$ cat src/hw/uart_pkg.sv
package uart_pkg;

    // Bit timing, sized for simulation
    localparam int CLKS_PER_BIT = 16;                      // Clock cycles per serial bit
    localparam int HALF_BIT     = CLKS_PER_BIT / 2;        // Offset to mid-bit
    localparam int BIT_CNT_W    = $clog2(CLKS_PER_BIT);    // Bit-period counter width

    // 8E1 framing: start, 8 data LSB first, parity, stop
    localparam int DATA_BITS  = 8;                         // Payload bits per frame
    localparam int FRAME_BITS = 11;                        // Bit periods per frame
    localparam int BIT_IDX_W  = $clog2(FRAME_BITS);        // Bit index width, rx and tx

    // Parity seed, 0 gives even parity
    localparam logic PARITY_ODD = 1'b0;

endpackage

$ cat src/hw/cmd_pkg.sv
package cmd_pkg;

    // Command bytes from the host
    typedef enum logic [7:0] {
        OP_ON     = 8'h33,                                 // Set output enable
        OP_OFF    = 8'h66,                                 // Clear output enable
        OP_TOGGLE = 8'h9D                                  // Invert output enable
    } opcode_e;

    // Reply bytes back to the host
    localparam logic [7:0] REPLY_ACK = 8'h3C;              // Recognized command
    localparam logic [7:0] REPLY_NAK = 8'hA5;              // Parity or framing error

    // Power-up wait, sized for simulation
    localparam int STARTUP_CYCLES = 200;                   // Cycles before ready
    localparam int INIT_CNT_W     = $clog2(STARTUP_CYCLES); // Startup counter width

    // Controller states
    typedef enum logic [1:0] {
        ST_INIT,                                           // Power-up wait
        ST_RUN,                                            // Idle, decoding bytes
        ST_SEND                                            // Reply pending on busy tx
    } ctrl_state_e;

endpackage

$ cat src/hw/uart_rx.sv
`timescale 1ns/1ns

module uart_rx (
    input  logic                           clk,
    input  logic                           rst_n,
    input  logic                           rx,            // Serial in, idles high
    output logic [uart_pkg::DATA_BITS-1:0] rx_data,       // Last byte, held to next frame
    output logic                           rx_done,       // Pulse at mid stop bit
    output logic                           rx_parity_err  // Parity mismatch or low stop
);
    import uart_pkg::*;

    typedef enum logic [2:0] {
        RX_IDLE,                                           // Waiting for falling edge
        RX_START,                                          // Half bit to confirm start
        RX_DATA,                                           // Eight data bits
        RX_PARITY,                                         // Parity bit
        RX_STOP                                            // Stop bit
    } rx_state_e;

    rx_state_e            state;
    logic                 rx_meta;                         // Synchronizer first stage
    logic                 rx_sync;                         // Synchronized line
    logic                 rx_prev;                         // For edge detect
    logic [BIT_CNT_W-1:0] clk_cnt;                         // Cycles into current bit
    logic [BIT_IDX_W-1:0] bit_idx;                         // Data bit index
    logic [DATA_BITS-1:0] shift_reg;                       // Assembling byte
    logic                 par_acc;                         // Running parity
    logic                 par_bad;                         // Parity bit mismatch
    logic                 half_tick;
    logic                 bit_tick;
    logic                 data_tick;
    logic                 stop_tick;

    assign half_tick = (clk_cnt == BIT_CNT_W'(HALF_BIT - 1));
    assign bit_tick  = (clk_cnt == BIT_CNT_W'(CLKS_PER_BIT - 1));
    assign data_tick = (state == RX_DATA) && bit_tick;     // Mid data bit
    assign stop_tick = (state == RX_STOP) && bit_tick;     // Mid stop bit

    // Two-flop synchronizer, idles high
    always_ff @(posedge clk) begin
        if (!rst_n) begin
            rx_meta <= 1'b1;
            rx_sync <= 1'b1;
            rx_prev <= 1'b1;
        end else begin
            rx_meta <= rx;
            rx_sync <= rx_meta;
            rx_prev <= rx_sync;
        end
    end

    always_ff @(posedge clk) begin
        if (!rst_n) begin
            state         <= RX_IDLE;
            clk_cnt       <= '0;
            bit_idx       <= '0;
            par_acc       <= PARITY_ODD;
            par_bad       <= 1'b0;
            rx_done       <= 1'b0;
            rx_parity_err <= 1'b0;
        end else begin
            rx_done <= 1'b0;                               // Default, pulse only
            case (state)
                RX_IDLE: begin
                    clk_cnt <= '0;
                    if (rx_prev && !rx_sync) begin         // Falling edge, start bit
                        state <= RX_START;
                    end
                end
                RX_START: begin
                    if (half_tick) begin
                        clk_cnt <= '0;
                        bit_idx <= '0;
                        par_acc <= PARITY_ODD;
                        state   <= rx_sync ? RX_IDLE : RX_DATA; // Glitch if high again
                    end else begin
                        clk_cnt <= clk_cnt + 1'b1;
                    end
                end
                RX_DATA: begin
                    if (bit_tick) begin
                        clk_cnt <= '0;
                        par_acc <= par_acc ^ rx_sync;      // Parity while shifting
                        if (bit_idx == BIT_IDX_W'(DATA_BITS - 1)) begin
                            state <= RX_PARITY;
                        end else begin
                            bit_idx <= bit_idx + 1'b1;
                        end
                    end else begin
                        clk_cnt <= clk_cnt + 1'b1;
                    end
                end
                RX_PARITY: begin
                    if (bit_tick) begin
                        clk_cnt <= '0;
                        par_bad <= par_acc ^ rx_sync;      // Nonzero means mismatch
                        state   <= RX_STOP;
                    end else begin
                        clk_cnt <= clk_cnt + 1'b1;
                    end
                end
                RX_STOP: begin
                    if (bit_tick) begin
                        rx_done       <= 1'b1;
                        rx_parity_err <= par_bad || !rx_sync; // Low stop is an error too
                        state         <= RX_IDLE;
                    end else begin
                        clk_cnt <= clk_cnt + 1'b1;
                    end
                end
                default: state <= RX_IDLE;
            endcase
        end
    end

    // Data path
    always_ff @(posedge clk) begin
        if (data_tick) begin
            shift_reg <= {rx_sync, shift_reg[DATA_BITS-1:1]}; // LSB arrives first
        end
        if (stop_tick) begin
            rx_data <= shift_reg;                          // Valid with rx_done
        end
    end

endmodule

$ cat src/hw/uart_tx.sv
`timescale 1ns/1ns

module uart_tx (
    input  logic                           clk,
    input  logic                           rst_n,
    input  logic [uart_pkg::DATA_BITS-1:0] tx_data,       // Byte to send
    input  logic                           tx_start,      // One-cycle strobe
    output logic                           tx,            // Serial out, idles high
    output logic                           tx_busy        // Frame on the line
);
    import uart_pkg::*;

    logic [BIT_CNT_W-1:0]  clk_cnt;                        // Cycles into current bit
    logic [BIT_IDX_W-1:0]  bit_idx;                        // Bit now on the line
    logic [FRAME_BITS-2:0] frame_sr;                       // Bits after start
    logic                  parity;                         // Parity of tx_data
    logic                  load;                           // Accept a new frame
    logic                  bit_end;                        // Last cycle of a bit

    assign parity  = (^tx_data) ^ PARITY_ODD;
    assign load    = tx_start && !tx_busy;                 // Ignored while busy
    assign bit_end = tx_busy && (clk_cnt == BIT_CNT_W'(CLKS_PER_BIT - 1));

    always_ff @(posedge clk) begin
        if (!rst_n) begin
            tx      <= 1'b1;
            tx_busy <= 1'b0;
            clk_cnt <= '0;
            bit_idx <= '0;
        end else if (load) begin
            tx      <= 1'b0;                               // Start bit next cycle
            tx_busy <= 1'b1;
            clk_cnt <= '0;
            bit_idx <= '0;
        end else if (bit_end) begin
            clk_cnt <= '0;
            if (bit_idx == BIT_IDX_W'(FRAME_BITS - 1)) begin // Stop bit done
                tx      <= 1'b1;
                tx_busy <= 1'b0;
            end else begin
                tx      <= frame_sr[0];                    // Next bit out
                bit_idx <= bit_idx + 1'b1;
            end
        end else if (tx_busy) begin
            clk_cnt <= clk_cnt + 1'b1;
        end
    end

    // Frame shifter: data LSB first, parity, stop
    always_ff @(posedge clk) begin
        if (load) begin
            frame_sr <= {1'b1, parity, tx_data};
        end else if (bit_end) begin
            frame_sr <= {1'b1, frame_sr[FRAME_BITS-2:1]};  // Fill with idle level
        end
    end

endmodule

$ cat src/hw/cmd_ctrl.sv
`timescale 1ns/1ns

module cmd_ctrl (
    input  logic       clk,
    input  logic       rst_n,
    input  logic [7:0] rx_data,                            // Received byte
    input  logic       rx_done,                            // Byte strobe
    input  logic       rx_parity_err,                      // Bad parity or stop
    input  logic       tx_busy,                            // Transmitter occupied
    output logic [7:0] tx_data,                            // Reply, doubles as pending slot
    output logic       tx_start,                           // Reply strobe
    output logic       ready,                              // Startup wait over
    output logic       out_en,                             // Output enable level
    output logic       err                                 // Error level
);
    import cmd_pkg::*;

    ctrl_state_e           state;
    logic [INIT_CNT_W-1:0] init_cnt;                       // Power-up counter
    opcode_e               rx_op;                          // Byte seen as opcode
    logic [7:0]            reply;                          // Reply for this byte
    logic                  out_en_nxt;
    logic                  err_nxt;
    logic                  accept;                         // Byte to act on
    logic                  tx_free;                        // Safe to strobe tx

    assign rx_op   = opcode_e'(rx_data);
    assign accept  = rx_done && (state != ST_INIT);        // Drop bytes during startup
    assign tx_free = !tx_busy && !tx_start;                // Busy lags strobe by one cycle

    // Command decode and reply choice
    always_comb begin
        reply      = rx_data;                              // Unknown bytes echo back
        out_en_nxt = out_en;
        err_nxt    = err;                                  // Held until a known command
        if (rx_parity_err) begin
            reply   = REPLY_NAK;
            err_nxt = 1'b1;
        end else begin
            case (rx_op)
                OP_ON: begin
                    reply      = REPLY_ACK;
                    out_en_nxt = 1'b1;
                    err_nxt    = 1'b0;
                end
                OP_OFF: begin
                    reply      = REPLY_ACK;
                    out_en_nxt = 1'b0;
                    err_nxt    = 1'b0;
                end
                OP_TOGGLE: begin
                    reply      = REPLY_ACK;
                    out_en_nxt = !out_en;
                    err_nxt    = 1'b0;
                end
                default: begin
                    reply = rx_data;
                end
            endcase
        end
    end

    always_ff @(posedge clk) begin
        if (!rst_n) begin
            state    <= ST_INIT;
            init_cnt <= '0;
            ready    <= 1'b0;
            out_en   <= 1'b0;
            err      <= 1'b0;
            tx_start <= 1'b0;
        end else begin
            tx_start <= 1'b0;                              // Strobe, one cycle
            if (accept) begin                              // Command always executes
                out_en <= out_en_nxt;
                err    <= err_nxt;
            end
            case (state)
                ST_INIT: begin
                    if (init_cnt == INIT_CNT_W'(STARTUP_CYCLES - 1)) begin
                        ready <= 1'b1;
                        state <= ST_RUN;
                    end else begin
                        init_cnt <= init_cnt + 1'b1;
                    end
                end
                ST_RUN: begin
                    if (rx_done) begin
                        if (tx_free) begin
                            tx_start <= 1'b1;              // Send right away
                        end else begin
                            state <= ST_SEND;              // Park the reply
                        end
                    end
                end
                ST_SEND: begin
                    // A newer byte overwrites tx_data, sent when tx frees up
                    if (tx_free) begin
                        tx_start <= 1'b1;
                        state    <= ST_RUN;
                    end
                end
                default: state <= ST_INIT;
            endcase
        end
    end

    // Reply register, also the one-deep pending slot
    always_ff @(posedge clk) begin
        if (accept) begin
            tx_data <= reply;                              // Newest byte wins
        end
    end

endmodule

$ cat src/hw/link_top.sv
`timescale 1ns/1ns

module link_top (
    input  logic clk,
    input  logic rst_n,
    input  logic rx,                                       // Host to board
    output logic tx,                                       // Board to host
    output logic ready,                                    // Green, startup done
    output logic out_en,                                   // Output enable
    output logic err                                       // Red, last byte bad
);

    logic [7:0] rx_data;                                   // Received byte
    logic       rx_done;
    logic       rx_parity_err;
    logic [7:0] tx_data;                                   // Reply byte
    logic       tx_start;
    logic       tx_busy;

    uart_rx u_rx (
        .clk           (clk),
        .rst_n         (rst_n),
        .rx            (rx),
        .rx_data       (rx_data),
        .rx_done       (rx_done),
        .rx_parity_err (rx_parity_err)
    );

    cmd_ctrl u_ctrl (
        .clk           (clk),
        .rst_n         (rst_n),
        .rx_data       (rx_data),
        .rx_done       (rx_done),
        .rx_parity_err (rx_parity_err),
        .tx_busy       (tx_busy),
        .tx_data       (tx_data),
        .tx_start      (tx_start),
        .ready         (ready),
        .out_en        (out_en),
        .err           (err)
    );

    uart_tx u_tx (
        .clk      (clk),
        .rst_n    (rst_n),
        .tx_data  (tx_data),
        .tx_start (tx_start),
        .tx       (tx),
        .tx_busy  (tx_busy)
    );

endmodule

$ cat config.mk
export PLATFORM = sky130hd
export DESIGN_NAME = link_top
export DESIGN_NICKNAME = d
export VERILOG_FILES = /design/src/hw/uart_pkg.sv /design/src/hw/cmd_pkg.sv /design/src/hw/uart_rx.sv /design/src/hw/uart_tx.sv /design/src/hw/cmd_ctrl.sv /design/src/hw/link_top.sv
export SDC_FILE = /design/constraint.sdc
export NUM_CORES = 1
export LEC_CHECK = 0
export BUFFER_PORTS_ARGS = -buffer_cell sky130_fd_sc_hd__buf_2
export CORE_UTILIZATION = 40
export CTS_CLUSTER_SIZE = 10
export DETAILED_ROUTE_END_ITERATION = 10
export GPL_TIMING_DRIVEN = 0
export SLEW_MARGIN = 5
export SYNTH_ARGS = -nofsm -noshare
export SYNTH_HDL_FRONTEND = slang
export SYNTH_HIERARCHICAL = 1
export SYNTH_SLANG_ARGS = --single-unit
$ cat constraint.sdc
create_clock -name clk -period 2.5 [get_ports clk]
set_input_delay 0.25 -clock clk [delete_from_list [all_inputs] [get_ports clk]]
set_output_delay 0.25 -clock clk [all_outputs]
set_load 0.05 [all_outputs]
==> impl_results.md <==
* Status: finished clean
* Post-CTS setup buffers at 0
* Vias per std cell at 5.24
* CTS tree: yes
* Switching Fraction at 0.208
* Post-CTS resize count at 0
* Max_slew headroom at 0.458
* Final nets at 359
* GR Overflow Total at 0
* CP Cell Sequence: ha_1 -> and3_1 -> o2111ai_1 -> or4_1 -> o21ai_0
* WHS at 0.0968 ns
* Most used DFF post-synth: dfxtp_1
* Largest stage delay, worst path at 0.56 ns
* Synth warnings at 6
* Net Switching at 540 µW
* RSZ-0062 raised after global routing: false
* Vias in the first global route at 2264
* # diodes at 0
* Power per cell area at 652 mW/mm²
* First-pass GRT wire length at 10.4 mm
* Distinct cells, synth at 63
* Fill count at 827
* Via count at 2400
* Leak at 1.43 nW
* Syn Area/Cell at 10.9 µm²
* Final setup viols at 0
* Seq/Total Area, Yosys at 0.514
* Critical Path RT at 2.77 ns
* Startpoint Class: register
* Die Area at 0.00928 mm²
* EDFF count, synth at 33
* Initial antenna violation count at 0
* Rows at 34
* Pins Over Slew Limit at 0
* Root buffer cell: clkbuf_8
* Worst vdd ir at 0.000440 V
* Final setup TNS at 0 ns
* Post-Syn Area at 0.00356 mm²
* Max-cap violations at 0
* H-tree levels at 3
* Comb pwr share at 0.061
* Hold Vio Cnt, Final at 0
* Post-DP HPWL at 4.34 mm
* IO Pins at 7
* TritonCTS Buffers at 9
* Port bufs at 6
* Max reg flops at 9
* Insertion delay to the later sink of the worst-skew pair at 0.34 ns
* Mapped Nets at 342
* Worst Clk Skew at 0.0104 ns
* CP max stage cell: or4_1
* Synth Register Bits at 75
* Worst-path clk slew at 0.07 ns
* RD Place Congestion at 0.805
* Pre-antenna DRT Iters at 4
* DRT Wirelength at 6.12 mm
* Highest clock rate at 467 MHz
* Fin crit share at 0.857
* Kind of end point of the critical path: register
* Crit path DAT at 2.41 ns
* Die Y at 96.4 µm
* ANT nets after route at 0
* Top reg by flops: u_tx/frame_sr
* Sequential power share at 0.502
* Pre-CTS setup slack at 0.401 ns
* Core Area at 0.00868 mm²
* GRT Util Overall at 0.147
* Initial DRC Count at 72
* Critical path type: register to register
* Largest net degree at the start of global routing at 13
* Ys async rst share at 0
* Clock Path Buffers at 2
* Fin crit period at 2.14 ns
* DRC viols at 0
* PnR worst setup slack at 0.359 ns
* Die W at 96.4 µm
* Share of post-route cells with drive strength above 1 at 0.137
* CP max FO at 8
* CTS Hold Bufs at 0
* Part of the power in the clock network at 0.437
* Internal at 2.05 mW
* Initial core utilization at 0.410
* CTS sink cnt at 75
* Mapped Cells at 328
* WL per Instance at 13.4 µm
* Worst-Margin Slew at 0.811 ns
* Path type of the worst min-delay path: primary input to register
* Area grow syn2layout at 11.8%
## power by group through the flow
stage               Sequential, mW  Combinational [mW]  Clock [mW]
global placement              1.33               0.154           0
finish                        1.30               0.158        1.13
CTS                           1.30               0.156        1.17
global route                  1.30               0.177        1.22
detailed placement            1.33               0.155           0
floorplan                     1.32               0.128           0
## cell families after synthesis
group,after synthesis,share of synthesized area
AO/OA/AOI/OAI,53,0.102
XOR/XNOR,22,0.0541
adder cells (fa/ha/maj),11,0.0387
buffers and inverters,21,0.0292
flip-flops,75,0.514
multiplexers,13,0.0446
AND/OR/NAND/NOR,133,0.217
## synthesized netlist by cell type, types with 3 or more instances
master | n | area [µm²]
buf_6 | 3 | 33.8
and3_1 | 4 | 25.0
xnor2_1 | 18 | 158
mux2_2 | 3 | 33.8
o22ai_1 | 3 | 18.8
nor2_1 | 20 | 75.1
nor2b_1 | 4 | 25.0
nand2_1 | 27 | 101
and2_1 | 9 | 56.3
inv_1 | 6 | 22.5
ha_1 | 11 | 138
dfxtp_1 | 42 | 841
a21oi_1 | 18 | 90.1
clkbuf_1 | 7 | 26.3
nand3_1 | 15 | 75.1
o211ai_1 | 3 | 22.5
nor4_1 | 6 | 37.5
xor2_1 | 4 | 35.0
mux2_4 | 5 | 75.1
mux2i_1 | 5 | 50.1
a21o_1 | 4 | 30.0
nand2b_1 | 5 | 31.3
nor3_1 | 5 | 25.0
o21a_1 | 3 | 22.5
edfxtp_1 | 33 | 991
nand4b_1 | 3 | 26.3
o21ai_0 | 9 | 45.0
nand4_1 | 4 | 25.0
or3_1 | 5 | 31.3
nor4bb_1 | 3 | 30.0
nand3b_1 | 3 | 22.5
## layer usage
metal | share of wire | routed length (µm) | track usage | vias up
met4 | 0.016 | 98 | 0.0551 | 0
met5 | 0 | 0 | 0 | -
met3 | 0.024 | 147 | 0.0506 | 7
met2 | 0.48 | 2910 | 0.241 | 27
met1 | 0.48 | 2960 | 0.177 | 1137
li1 | - | - | - | 1229
## placed cells by master, fill, tap and decap left out, drive strengths merged, types with 5 or more instances in the layout
cell type	n
a21oi	18
mux2i	5
edfxtp	33
ha	11
and2	9
inv	7
nand3	16
xnor2	18
nand4	5
nor4	6
nand2	28
dfxtp	42
mux2	8
nor2	22
o21ai	9
nand2b	6
clkbuf	20
or3	5
buf	12
nor3	5
## critical path, delay by kind of cell, from the launching register on
family / cells / cell delay [ns]
DFF: 1 / 0.44
adders and majority gates: 1 / 0.33
AOI/OAI and AO/OA: 2 / 0.42
and+or+nand+nor: 2 / 0.88
## final cells by class
cell class              count  area, µm²  area share
flip-flops and latches     75       1830       0.460
multi-input cells         232       1630       0.408
clock buffers              13        189      0.0475
well taps                 108        135      0.0340
plain buffers              13       73.8      0.0185
clock inverters             3       65.1      0.0163
repair buffers              6       30.0     0.00754
inverters                   8       30.0     0.00754
## path summary, 6_finish.rpt
kind	slack [ns]	depth (start not counted)	from	endpoint
worst max-delay path	0.36	5	u_rx/clk_cnt[0]$_SDFFE_PN0P_	u_rx/bit_idx[3]$_SDFFE_PN0P_
worst min-delay path	0.1	2	rx	u_rx/rx_meta$_SDFF_PN1_
worst max register to register	0.36	5	u_rx/clk_cnt[0]$_SDFFE_PN0P_	u_rx/bit_idx[3]$_SDFFE_PN0P_
worst min register to register	0.42	1	u_rx/rx_meta$_SDFF_PN1_	u_rx/rx_sync$_SDFF_PN1_
## per-stage QoR
stage                     instances  total power, mW  utilization  area, µm²
after floorplan                 328             1.45            -       3560
after global placement          442             1.48        0.429       3730
after detailed placement        442             1.48        0.429       3730
after CTS                       458             2.62        0.459       3980
after global routing            458             2.70        0.459       3980
final                           458             2.59        0.459       3980
Power figures use the tool's default switching activity.
